==> src/tcdm_pkg.sv <==
package tcdm_pkg;

  // ####################
  // Bank geometry
  // ####################

  // Word address width, enough to reach every word of the single bank
  localparam int unsigned AW = 6;

  // Data width of one TCDM word
  localparam int unsigned DW = 32;

  // Width of the user field, which carries the initiator tag
  localparam int unsigned UW = 4;

  // Number of words in the bank
  localparam int unsigned MEM_WORDS = 64;

  // ####################
  // Port bundles
  // ####################

  // Request side of the TCDM port
  // A wen of one marks a read, a wen of zero marks a write
  typedef struct packed {
    logic          req;
    logic          wen;
    logic [AW-1:0] add;
    logic [DW-1:0] data;
    logic [UW-1:0] user;
  } tcdm_req_t;

  // Response side of the TCDM port
  // The grant is combinational, the read data returns one cycle later
  typedef struct packed {
    logic          gnt;
    logic          r_valid;
    logic [DW-1:0] r_data;
    logic [UW-1:0] r_user;
  } tcdm_rsp_t;

endpackage

==> src/ctrl_pkg.sv <==
package ctrl_pkg;

  // Beat count field holds the number of beats minus one
  localparam int unsigned LEN_W = 4;

  // Beat counters need one extra bit to hold the full count of 16
  localparam int unsigned CNT_W = LEN_W + 1;

  // ####################
  // Encodings
  // ####################

  // FILL writes a pattern, SUM reads and accumulates
  typedef enum logic [0:0] {
    OP_FILL,
    OP_SUM
  } cmd_op_e;

  // Engine sequencing states
  typedef enum logic [1:0] {
    IDLE,
    ISSUE,
    DRAIN,
    DONE
  } fsm_state_e;

  // ####################
  // Command and result
  // ####################

  // Command as presented on the four-phase port
  typedef struct packed {
    cmd_op_e                      op;
    logic [tcdm_pkg::UW-1:0]      tag;
    logic [tcdm_pkg::AW-1:0]      addr;
    logic [LEN_W-1:0]             len;
    logic [tcdm_pkg::DW-1:0]      seed;
  } cmd_t;

  // Result returned while the acknowledge is high
  typedef struct packed {
    logic [tcdm_pkg::DW-1:0]      sum;
    logic [tcdm_pkg::UW-1:0]      last_tag;
    logic                         tag_err;
  } res_t;

endpackage

==> src/burst_counter.sv <==
`timescale 1ns/1ns

module burst_counter (
  input  logic                         clk_i,
  input  logic                         rst_ni,
  input  logic                         clear,
  input  logic [tcdm_pkg::AW-1:0]      start_addr,
  input  logic [ctrl_pkg::LEN_W-1:0]   len,
  input  logic                         beat_fire,
  input  logic                         rsp_fire,
  output logic [tcdm_pkg::AW-1:0]      beat_addr,
  output logic [ctrl_pkg::LEN_W-1:0]   beat_idx,
  output logic                         issue_done,
  output logic                         drain_done
);

  // Granted beats and received responses of the current burst
  logic [ctrl_pkg::CNT_W-1:0] issue_q;
  logic [ctrl_pkg::CNT_W-1:0] rsp_q;
  logic [ctrl_pkg::CNT_W-1:0] beats;
  logic [ctrl_pkg::CNT_W-1:0] rsp_next;
  logic [tcdm_pkg::AW-1:0]    issue_ext;

  // Total beat count, len holds the count minus one
  assign beats = {1'b0, len} + {{(ctrl_pkg::CNT_W-1){1'b0}}, 1'b1};

  // ####################
  // Counters
  // ####################

  // Both counts move on the edge after the event they count
  always_ff @(posedge clk_i or negedge rst_ni) begin
    if (!rst_ni) begin
      issue_q <= '0;
      rsp_q   <= '0;
    end else if (clear) begin
      issue_q <= '0;
      rsp_q   <= '0;
    end else begin
      if (beat_fire) begin
        issue_q <= issue_q + 1'b1;
      end
      if (rsp_fire) begin
        rsp_q <= rsp_next;
      end
    end
  end

  // ####################
  // Outputs
  // ####################

  // Address wraps naturally at the top of the bank
  assign issue_ext = {{(tcdm_pkg::AW-ctrl_pkg::CNT_W){1'b0}}, issue_q};
  assign beat_addr = start_addr + issue_ext;
  assign beat_idx  = issue_q[ctrl_pkg::LEN_W-1:0];

  // All beats granted, the request must drop
  assign issue_done = (issue_q == beats);

  // Count the response arriving in this cycle too, so the engine can leave
  // its drain state on the cycle after the last response
  assign rsp_next   = rsp_q + {{(ctrl_pkg::CNT_W-1){1'b0}}, rsp_fire};
  assign drain_done = (rsp_next == beats);

endmodule

==> src/burst_fsm.sv <==
`timescale 1ns/1ns

module burst_fsm (
  input  logic                       clk_i,
  input  logic                       rst_ni,
  input  ctrl_pkg::cmd_t             cmd,
  input  logic                       cmd_req,
  output logic                       cmd_ack,
  output ctrl_pkg::res_t             res,
  output tcdm_pkg::tcdm_req_t        tcdm_req,
  input  tcdm_pkg::tcdm_rsp_t        tcdm_rsp,
  output logic                       cnt_clear,
  output logic                       filt_clear,
  output logic                       filt_enable,
  output logic                       beat_fire,
  output logic                       rsp_fire,
  input  logic [tcdm_pkg::AW-1:0]    beat_addr,
  input  logic [ctrl_pkg::LEN_W-1:0] beat_idx,
  input  logic                       issue_done,
  input  logic                       drain_done
);

  ctrl_pkg::fsm_state_e state_q;
  ctrl_pkg::fsm_state_e state_d;
  ctrl_pkg::cmd_t       cmd_q;
  ctrl_pkg::res_t       res_q;
  logic                 cmd_ack_q;
  logic                 start;
  logic                 is_sum;
  logic                 last_beat;

  // A command is accepted only from IDLE
  assign start  = (state_q == ctrl_pkg::IDLE) && cmd_req;
  assign is_sum = (cmd_q.op == ctrl_pkg::OP_SUM);

  // The final beat of the burst is granted in this cycle
  assign last_beat = beat_fire && (beat_idx == cmd_q.len);

  // ####################
  // Next state
  // ####################

  always_comb begin
    state_d = state_q;
    case (state_q)
      ctrl_pkg::IDLE: begin
        if (cmd_req) begin
          state_d = ctrl_pkg::ISSUE;
        end
      end
      ctrl_pkg::ISSUE: begin
        // Writes have no responses to wait for
        if (last_beat) begin
          state_d = is_sum ? ctrl_pkg::DRAIN : ctrl_pkg::DONE;
        end
      end
      ctrl_pkg::DRAIN: begin
        if (drain_done) begin
          state_d = ctrl_pkg::DONE;
        end
      end
      ctrl_pkg::DONE: begin
        // Return to IDLE on the edge that also drops the acknowledge
        if (cmd_ack_q && !cmd_req) begin
          state_d = ctrl_pkg::IDLE;
        end
      end
      default: state_d = ctrl_pkg::IDLE;
    endcase
  end

  always_ff @(posedge clk_i or negedge rst_ni) begin
    if (!rst_ni) begin
      state_q   <= ctrl_pkg::IDLE;
      cmd_ack_q <= 1'b0;
    end else begin
      state_q   <= state_d;
      // Acknowledge follows the request while the result is parked in DONE
      cmd_ack_q <= (state_q == ctrl_pkg::DONE) && cmd_req;
    end
  end

  // The command stays in this register for the whole burst
  always_ff @(posedge clk_i) begin
    if (start) begin
      cmd_q <= cmd;
    end
  end

  // ####################
  // TCDM request
  // ####################

  // Request is held unchanged while the bank withholds the grant, since the
  // counter only advances on a granted beat
  always_comb begin
    tcdm_req      = '0;
    tcdm_req.req  = (state_q == ctrl_pkg::ISSUE) && !issue_done;
    tcdm_req.wen  = is_sum;
    tcdm_req.add  = beat_addr;
    tcdm_req.data = is_sum ? '0 :
                    cmd_q.seed + {{(tcdm_pkg::DW-ctrl_pkg::LEN_W){1'b0}}, beat_idx};
    tcdm_req.user = cmd_q.tag;
  end

  assign beat_fire = tcdm_req.req && tcdm_rsp.gnt;
  assign rsp_fire  = tcdm_rsp.r_valid;

  // Clear pulses line up with the latch of a new command
  assign cnt_clear   = start;
  assign filt_clear  = start;
  // Only reads come back, so only reads need their tag recorded
  assign filt_enable = (state_q == ctrl_pkg::ISSUE) && is_sum;

  // ####################
  // Result
  // ####################

  always_ff @(posedge clk_i or negedge rst_ni) begin
    if (!rst_ni) begin
      res_q <= '0;
    end else if (start) begin
      res_q <= '0;
    end else if (rsp_fire) begin
      res_q.sum      <= res_q.sum + tcdm_rsp.r_data;
      res_q.last_tag <= tcdm_rsp.r_user;
      // Sticky until the next command starts
      if (tcdm_rsp.r_user != cmd_q.tag) begin
        res_q.tag_err <= 1'b1;
      end
    end
  end

  assign res     = res_q;
  assign cmd_ack = cmd_ack_q;

endmodule

==> src/tcdm_bank.sv <==
`timescale 1ns/1ns

module tcdm_bank (
  input  logic                clk_i,
  input  logic                rst_ni,
  input  tcdm_pkg::tcdm_req_t req_in,
  output tcdm_pkg::tcdm_rsp_t rsp
);

  // Storage array, one entry per word
  logic [tcdm_pkg::DW-1:0] mem_q [tcdm_pkg::MEM_WORDS];

  logic                    gnt;
  logic                    rd_fire;
  logic                    wr_fire;
  logic                    wr_recover_q;
  logic                    r_valid_q;
  logic [tcdm_pkg::DW-1:0] r_data_q;

  // ####################
  // Grant
  // ####################

  // Every request is granted, except right after a granted write
  // The initiator holds its request through the stalled cycle
  assign gnt     = req_in.req & ~wr_recover_q;
  assign rd_fire = gnt & req_in.wen;
  assign wr_fire = gnt & ~req_in.wen;

  // Recovery flag and read valid, both one cycle behind the grant
  always_ff @(posedge clk_i or negedge rst_ni) begin
    if (!rst_ni) begin
      wr_recover_q <= 1'b0;
      r_valid_q    <= 1'b0;
    end else begin
      wr_recover_q <= wr_fire;
      r_valid_q    <= rd_fire;
    end
  end

  // ####################
  // Storage
  // ####################

  // The write lands on the grant edge
  // Contents come up cleared so a read before any fill returns zero
  always_ff @(posedge clk_i or negedge rst_ni) begin
    if (!rst_ni) begin
      for (int i = 0; i < tcdm_pkg::MEM_WORDS; i++) begin
        mem_q[i] <= '0;
      end
    end else if (wr_fire) begin
      mem_q[req_in.add] <= req_in.data;
    end
  end

  // Read data is captured on the grant edge and shown in the next cycle
  always_ff @(posedge clk_i) begin
    if (rd_fire) begin
      r_data_q <= mem_q[req_in.add];
    end
  end

  // The bank knows nothing about tags
  always_comb begin
    rsp         = '0;
    rsp.gnt     = gnt;
    rsp.r_valid = r_valid_q;
    rsp.r_data  = r_data_q;
    rsp.r_user  = '0;
  end

endmodule

==> src/tcdm_burst_top.sv <==
`timescale 1ns/1ns

module tcdm_burst_top (
  input  logic           clk_i,
  input  logic           rst_ni,
  input  ctrl_pkg::cmd_t cmd,
  input  logic           cmd_req,
  output logic           cmd_ack,
  output ctrl_pkg::res_t res
);

  // ####################
  // Internal nets
  // ####################

  // Engine side and bank side of the r_user filter
  tcdm_pkg::tcdm_req_t        up_req;
  tcdm_pkg::tcdm_rsp_t        up_rsp;
  tcdm_pkg::tcdm_req_t        dn_req;
  tcdm_pkg::tcdm_rsp_t        dn_rsp;

  // Engine to counter and filter control
  logic                       cnt_clear;
  logic                       filt_clear;
  logic                       filt_enable;
  logic                       beat_fire;
  logic                       rsp_fire;
  logic [tcdm_pkg::AW-1:0]    beat_addr;
  logic [ctrl_pkg::LEN_W-1:0] beat_idx;
  logic                       issue_done;
  logic                       drain_done;

  // ####################
  // Blocks
  // ####################

  burst_fsm u_fsm (
    .clk_i       (clk_i),
    .rst_ni      (rst_ni),
    .cmd         (cmd),
    .cmd_req     (cmd_req),
    .cmd_ack     (cmd_ack),
    .res         (res),
    .tcdm_req    (up_req),
    .tcdm_rsp    (up_rsp),
    .cnt_clear   (cnt_clear),
    .filt_clear  (filt_clear),
    .filt_enable (filt_enable),
    .beat_fire   (beat_fire),
    .rsp_fire    (rsp_fire),
    .beat_addr   (beat_addr),
    .beat_idx    (beat_idx),
    .issue_done  (issue_done),
    .drain_done  (drain_done)
  );

  // Command fields stay put from cmd_req until cmd_ack, so the counter can
  // take address and length straight from the port
  burst_counter u_counter (
    .clk_i      (clk_i),
    .rst_ni     (rst_ni),
    .clear      (cnt_clear),
    .start_addr (cmd.addr),
    .len        (cmd.len),
    .beat_fire  (beat_fire),
    .rsp_fire   (rsp_fire),
    .beat_addr  (beat_addr),
    .beat_idx   (beat_idx),
    .issue_done (issue_done),
    .drain_done (drain_done)
  );

  // Sits right above the bank, where the read latency is one cycle
  tcdm_r_user_filter u_filter (
    .clk_i  (clk_i),
    .rst_ni (rst_ni),
    .clear  (filt_clear),
    .enable (filt_enable),
    .up_req (up_req),
    .up_rsp (up_rsp),
    .dn_req (dn_req),
    .dn_rsp (dn_rsp)
  );

  tcdm_bank u_bank (
    .clk_i  (clk_i),
    .rst_ni (rst_ni),
    .req_in (dn_req),
    .rsp    (dn_rsp)
  );

endmodule

==> src/tcdm_r_user_filter.sv <==
`timescale 1ns/1ns

module tcdm_r_user_filter (
  input  logic                clk_i,
  input  logic                rst_ni,
  input  logic                clear,
  input  logic                enable,
  input  tcdm_pkg::tcdm_req_t up_req,
  output tcdm_pkg::tcdm_rsp_t up_rsp,
  output tcdm_pkg::tcdm_req_t dn_req,
  input  tcdm_pkg::tcdm_rsp_t dn_rsp
);

  // Tag of the most recent enabled request
  logic [tcdm_pkg::UW-1:0] user_q;

  // ####################
  // Request path
  // ####################

  // Address, data, wen and req pass straight through
  // The bank below has no use for the tag, so it sees zero
  always_comb begin
    dn_req      = up_req;
    dn_req.user = '0;
  end

  // ####################
  // Response path
  // ####################

  // Grant, r_valid and r_data come back unchanged
  // The registered tag replaces whatever the bank drives on r_user
  always_comb begin
    up_rsp        = dn_rsp;
    up_rsp.r_user = user_q;
  end

  // The register is only correct at the one-cycle latency boundary
  // A read granted in one cycle gets its response in the next, exactly when
  // this register holds the tag that went with it
  always_ff @(posedge clk_i or negedge rst_ni) begin
    if (!rst_ni) begin
      user_q <= '0;
    end else if (clear) begin
      user_q <= '0;
    end else if (enable && up_req.req) begin
      user_q <= up_req.user;
    end
  end

endmodule
==> config.mk <==
export PLATFORM = sky130hd
export DESIGN_NAME = tcdm_burst_top
export DESIGN_NICKNAME = d
export VERILOG_FILES = /design/src/tcdm_pkg.sv /design/src/ctrl_pkg.sv /design/src/burst_counter.sv /design/src/burst_fsm.sv /design/src/tcdm_bank.sv /design/src/tcdm_burst_top.sv /design/src/tcdm_r_user_filter.sv
export SDC_FILE = /design/constraint.sdc
export NUM_CORES = 2
export LEC_CHECK = 0
export BUFFER_PORTS_ARGS = -buffer_cell sky130_fd_sc_hd__buf_2
export CAP_MARGIN = 20
export CORE_MARGIN = 8
export CORE_UTILIZATION = 49
export CTS_CLUSTER_DIAMETER = 60
export CTS_CLUSTER_SIZE = 30
export DETAILED_ROUTE_END_ITERATION = 10
export PLACE_DENSITY_LB_ADDON = 0.25
export SETUP_SLACK_MARGIN = 0.15
export SLEW_MARGIN = 20
export SYNTH_ARGS = -nofsm -noshare
export SYNTH_HDL_FRONTEND = slang
export SYNTH_SLANG_ARGS = --single-unit
==> constraint.sdc <==
create_clock -name clk_i -period 4.82 [get_ports clk_i]
set_clock_uncertainty 0.05 [all_clocks]
set_input_delay 0.964 -clock clk_i [delete_from_list [all_inputs] [get_ports clk_i]]
set_output_delay 0.964 -clock clk_i [all_outputs]
set_load 0.01 [all_outputs]
==> results.md <==
* Outcome: complete, no violations
* #FFs+latches synth at 2177
* Syn nets at 10200
* H-tree depth at 4
* Vias in the first global route at 77100
* First-pass GRT wire length at 508000 um
* Synth Flop Type: dfrtp_1
* Kind of end point of the critical path: flip-flop
* RSZ-0062 raised after global routing: no
* Vias/cell at 6.18
* Synth warn at 0
* Multi-input logic area at 0.0398 sq mm
* HPWL after detailed placement at 223000 um
* Fillcell total at 17200
* Critical path required time at 5310 ps
* CP arrival at 5120 ps
* Total gr overflow at 0
* Final count of pins violating max slew at 0
* Syn-to-layout area delta at 13.7%
* GRT Total Usage at 0.309
* Final wirelength at 339000 um
* Worst slew margin at 0.208
* Worst Setup SP: u_counter.issue_q[0]
* Sequential area share after synthesis at 0.556
* Clk Latency, worst-skew pair at 860 ps
* Post-synth EDFFs at 73
* Post-Place Cells at 12600
* Final non-filler cell total at 12900
* Reg2reg start: u_counter.issue_q[0]
* Tmin final at 4630 ps
* Core area at 0.200 sq mm
* Final Cycle Share at 0.961
* I/O pins at 88
* Type of origin of the critical path: flip-flop
* Crit Path Category: reg -> reg
* Final Hold Vio Count at 0
* Post-synth ARST share at 0.966
* Die outline area at 0.216 sq mm
* Pre-Repair DR Iteration Count at 8
* Most common cell after layout, fill and taps aside: nand2_1
* Post-synth cell types at 83
* CTS sink cnt at 2177
* Initial Utilization at 0.493
* PortBufs at 87
* Die Span Y at 465 um
* Nets at 10200
* HP Class: in -> async
* Post-synthesis cell area at 0.0986 sq mm
* # setup viols final at 0
* Tightest Pin Transition at 1180 ps
* Power per cell area at 650 mW/mm^2
* First DRT Iteration DRCs at 9457
* Final setup TNS at 0 ps
* Clock buffer depth at 3
* Die width at 465 um
* Clk slew on worst S/H paths at 90 ps
* Fmax at 216 MHz
* Commonest cells after routing, fill and taps aside: nand2_1 (2679), dfrtp_1 (2103), o21ai_0 (1839), buf_4 (482), a21oi_1 (338)
* Reg2Reg Setup Slack at 190 ps
* Root buffer cell: clkbuf_16
* Largest net degree at the start of global routing at 128
* Final worst-path setup slack at 186 ps
* Leak at 48.6 nW
* FF-to-FF End: u_bank.r_data_q[13]
* Final Util at 0.561
* Routed vias at 79500
* VDD IR max at 526 uV
* Setup bufs post-CTS at 0
* Num rows at 164
* Syn_area_per_cell at 9.75 sq um
* Register area at 0.0548 sq mm
* Final ANT Viol Nets at 0
* Layout cells sized above 1 at 0.147
* DR WL/cell at 26.4 um
* Worst r2r path cells at 13
* RD Place Congestion at 0.924
* CTS tree: built
* Number of remaining DRC errors at 0
* CTS Buf Count at 151
* Antenna violations before repair at 25
* Pre-CTS setup slack at -629 ps
* Maxcap violations at 0
* Crit Path Max Fanout at 27
* Mapped Cells at 10100
* Hold-fix buffers at CTS at 0
==> critical path: stages (launching register included) <==
cell       delay (ps)
dfrtp_1           400
ha_4              140
inv_1              40
fa_4              530
xnor2_2           420
buf_12            270
buf_12            240
buf_12            220
mux4_2            330
a2111oi_0         630
a311oi_1          100
buf_4             200
o21ai_2           520
o21ai_0           210
==> Yosys cell counts (10+ instances only) <==
| master | n | area [sq um] |
|---|---|---|
| nand3_2 | 38 | 380 |
| nor2_1 | 140 | 526 |
| a211oi_1 | 25 | 188 |
| dfrtp_1 | 2104 | 52700 |
| buf_6 | 39 | 439 |
| o21ai_2 | 49 | 429 |
| a311o_1 | 62 | 621 |
| nand3_1 | 142 | 711 |
| nand4_1 | 15 | 93.8 |
| o21ai_0 | 1841 | 9210 |
| o22ai_1 | 51 | 319 |
| o2111ai_1 | 15 | 131 |
| edfxtp_1 | 73 | 2190 |
| xor2_1 | 31 | 272 |
| a221oi_1 | 57 | 499 |
| buf_1 | 128 | 480 |
| mux4_2 | 208 | 4680 |
| o21ai_1 | 320 | 1600 |
| a311oi_1 | 62 | 543 |
| xnor2_1 | 46 | 403 |
| clkbuf_1 | 569 | 2140 |
| a31oi_1 | 98 | 613 |
| a31o_2 | 15 | 131 |
| nand2b_1 | 26 | 163 |
| o311ai_0 | 10 | 87.6 |
| ha_1 | 49 | 613 |
| or3_1 | 13 | 81.3 |
| a221o_1 | 17 | 170 |
| o211ai_1 | 37 | 278 |
| nand4_2 | 21 | 263 |
| and3_1 | 78 | 488 |
| inv_1 | 21 | 78.8 |
| nand2_1 | 2682 | 10100 |
| nor3_1 | 30 | 150 |
| a22oi_1 | 12 | 90.1 |
| mux2_2 | 28 | 315 |
| a21oi_1 | 339 | 1700 |
| a2111oi_0 | 38 | 333 |
| a21o_1 | 23 | 173 |
| buf_2 | 241 | 1210 |
| mux2i_1 | 213 | 2130 |
==> state kept, by name (all words and copies together), names as in the netlist <==
signal / flops
u_bank.mem_q: 2048
u_bank.r_data_q: 32
u_bank.r_valid_q: 1
u_bank.wr_recover_q: 1
u_counter.issue_q: 5
u_counter.rsp_q: 5
u_filter.user_q: 4
u_fsm.cmd_ack: 1
u_fsm.cmd_q: 36
u_fsm.is_sum: 1
u_fsm.res: 37
u_fsm.state_q: 2
u_fsm.tcdm_req: 4
==> where the power goes <==
group | internal [mW] | total [mW] | switching (mW)
combinational | 11.5 | 31.7 | 20.2
clock | 6.79 | 14.4 | 7.64
sequential | 23.6 | 26.7 | 3.09
==> layout make-up <==
type,instances,share of cell area
Antenna cell,11,0.000245
Clock buffer,166,0.0356
Clock inverter,112,0.0135
Inverter,22,0.000859
Multi-Input combinational cell,6927,0.355
Sequential cell,2177,0.489
Tap cell,2656,0.0296
Timing Repair Buffer,791,0.0759
==> metal layers <==
metal	global-route usage	wire length, um	vias up
li1	-	-	35100
met1	0.418	136000	39700
met2	0.471	150000	3843
met3	0.0719	33600	820
met4	0.153	19600	14
met5	0	84	-
==> worst max path at each step <==
| stage | depth (start not counted) | to | slack (ps) |
|---|---|---|---|
| 2_1_floorplan | 12 | u_bank.r_data_q[3] | 750 |
| 3_5_place_dp | 14 | u_bank.r_data_q[13] | -630 |
| 4_1_cts | 14 | u_bank.r_data_q[17] | 250 |
| 6_report | 13 | u_bank.r_data_q[13] | 190 |
| 3_3_place_gp | 14 | u_bank.r_data_q[13] | -1140 |
| 5_1_grt | 13 | u_bank.r_data_q[8] | 230 |
==> repair_timing <==
item	4_1_cts	5_1_grt
gates resized for setup	2	2
endpoints found under the hold margin	0	0
pin swaps	0	0
setup endpoints to repair	2	2
==> kinds of logic after synthesis <==
family / Yosys count / share of synthesized area
XOR/XNOR: 78 / 0.00701
buffers and inverters: 1007 / 0.0447
multiplexers: 449 / 0.0723
AND/OR/NAND/NOR: 3228 / 0.134
flip-flops: 2177 / 0.556
AO/OA/AOI/OAI: 3120 / 0.178
adder cells (fa/ha/maj): 52 / 0.00683
==> metrics by stage <==
stage	total power, mW	cell area (sq um)	hold slack, ps
3_3_place_gp	57.1	107000	404
6_report	72.9	112000	76.8
4_1_cts	72.3	112000	70.3
5_1_grt	76.0	112000	122
2_1_floorplan	42.5	98600	392
3_5_place_dp	57.9	107000	409
No activity file was read; power rests on OpenSTA's default activity.
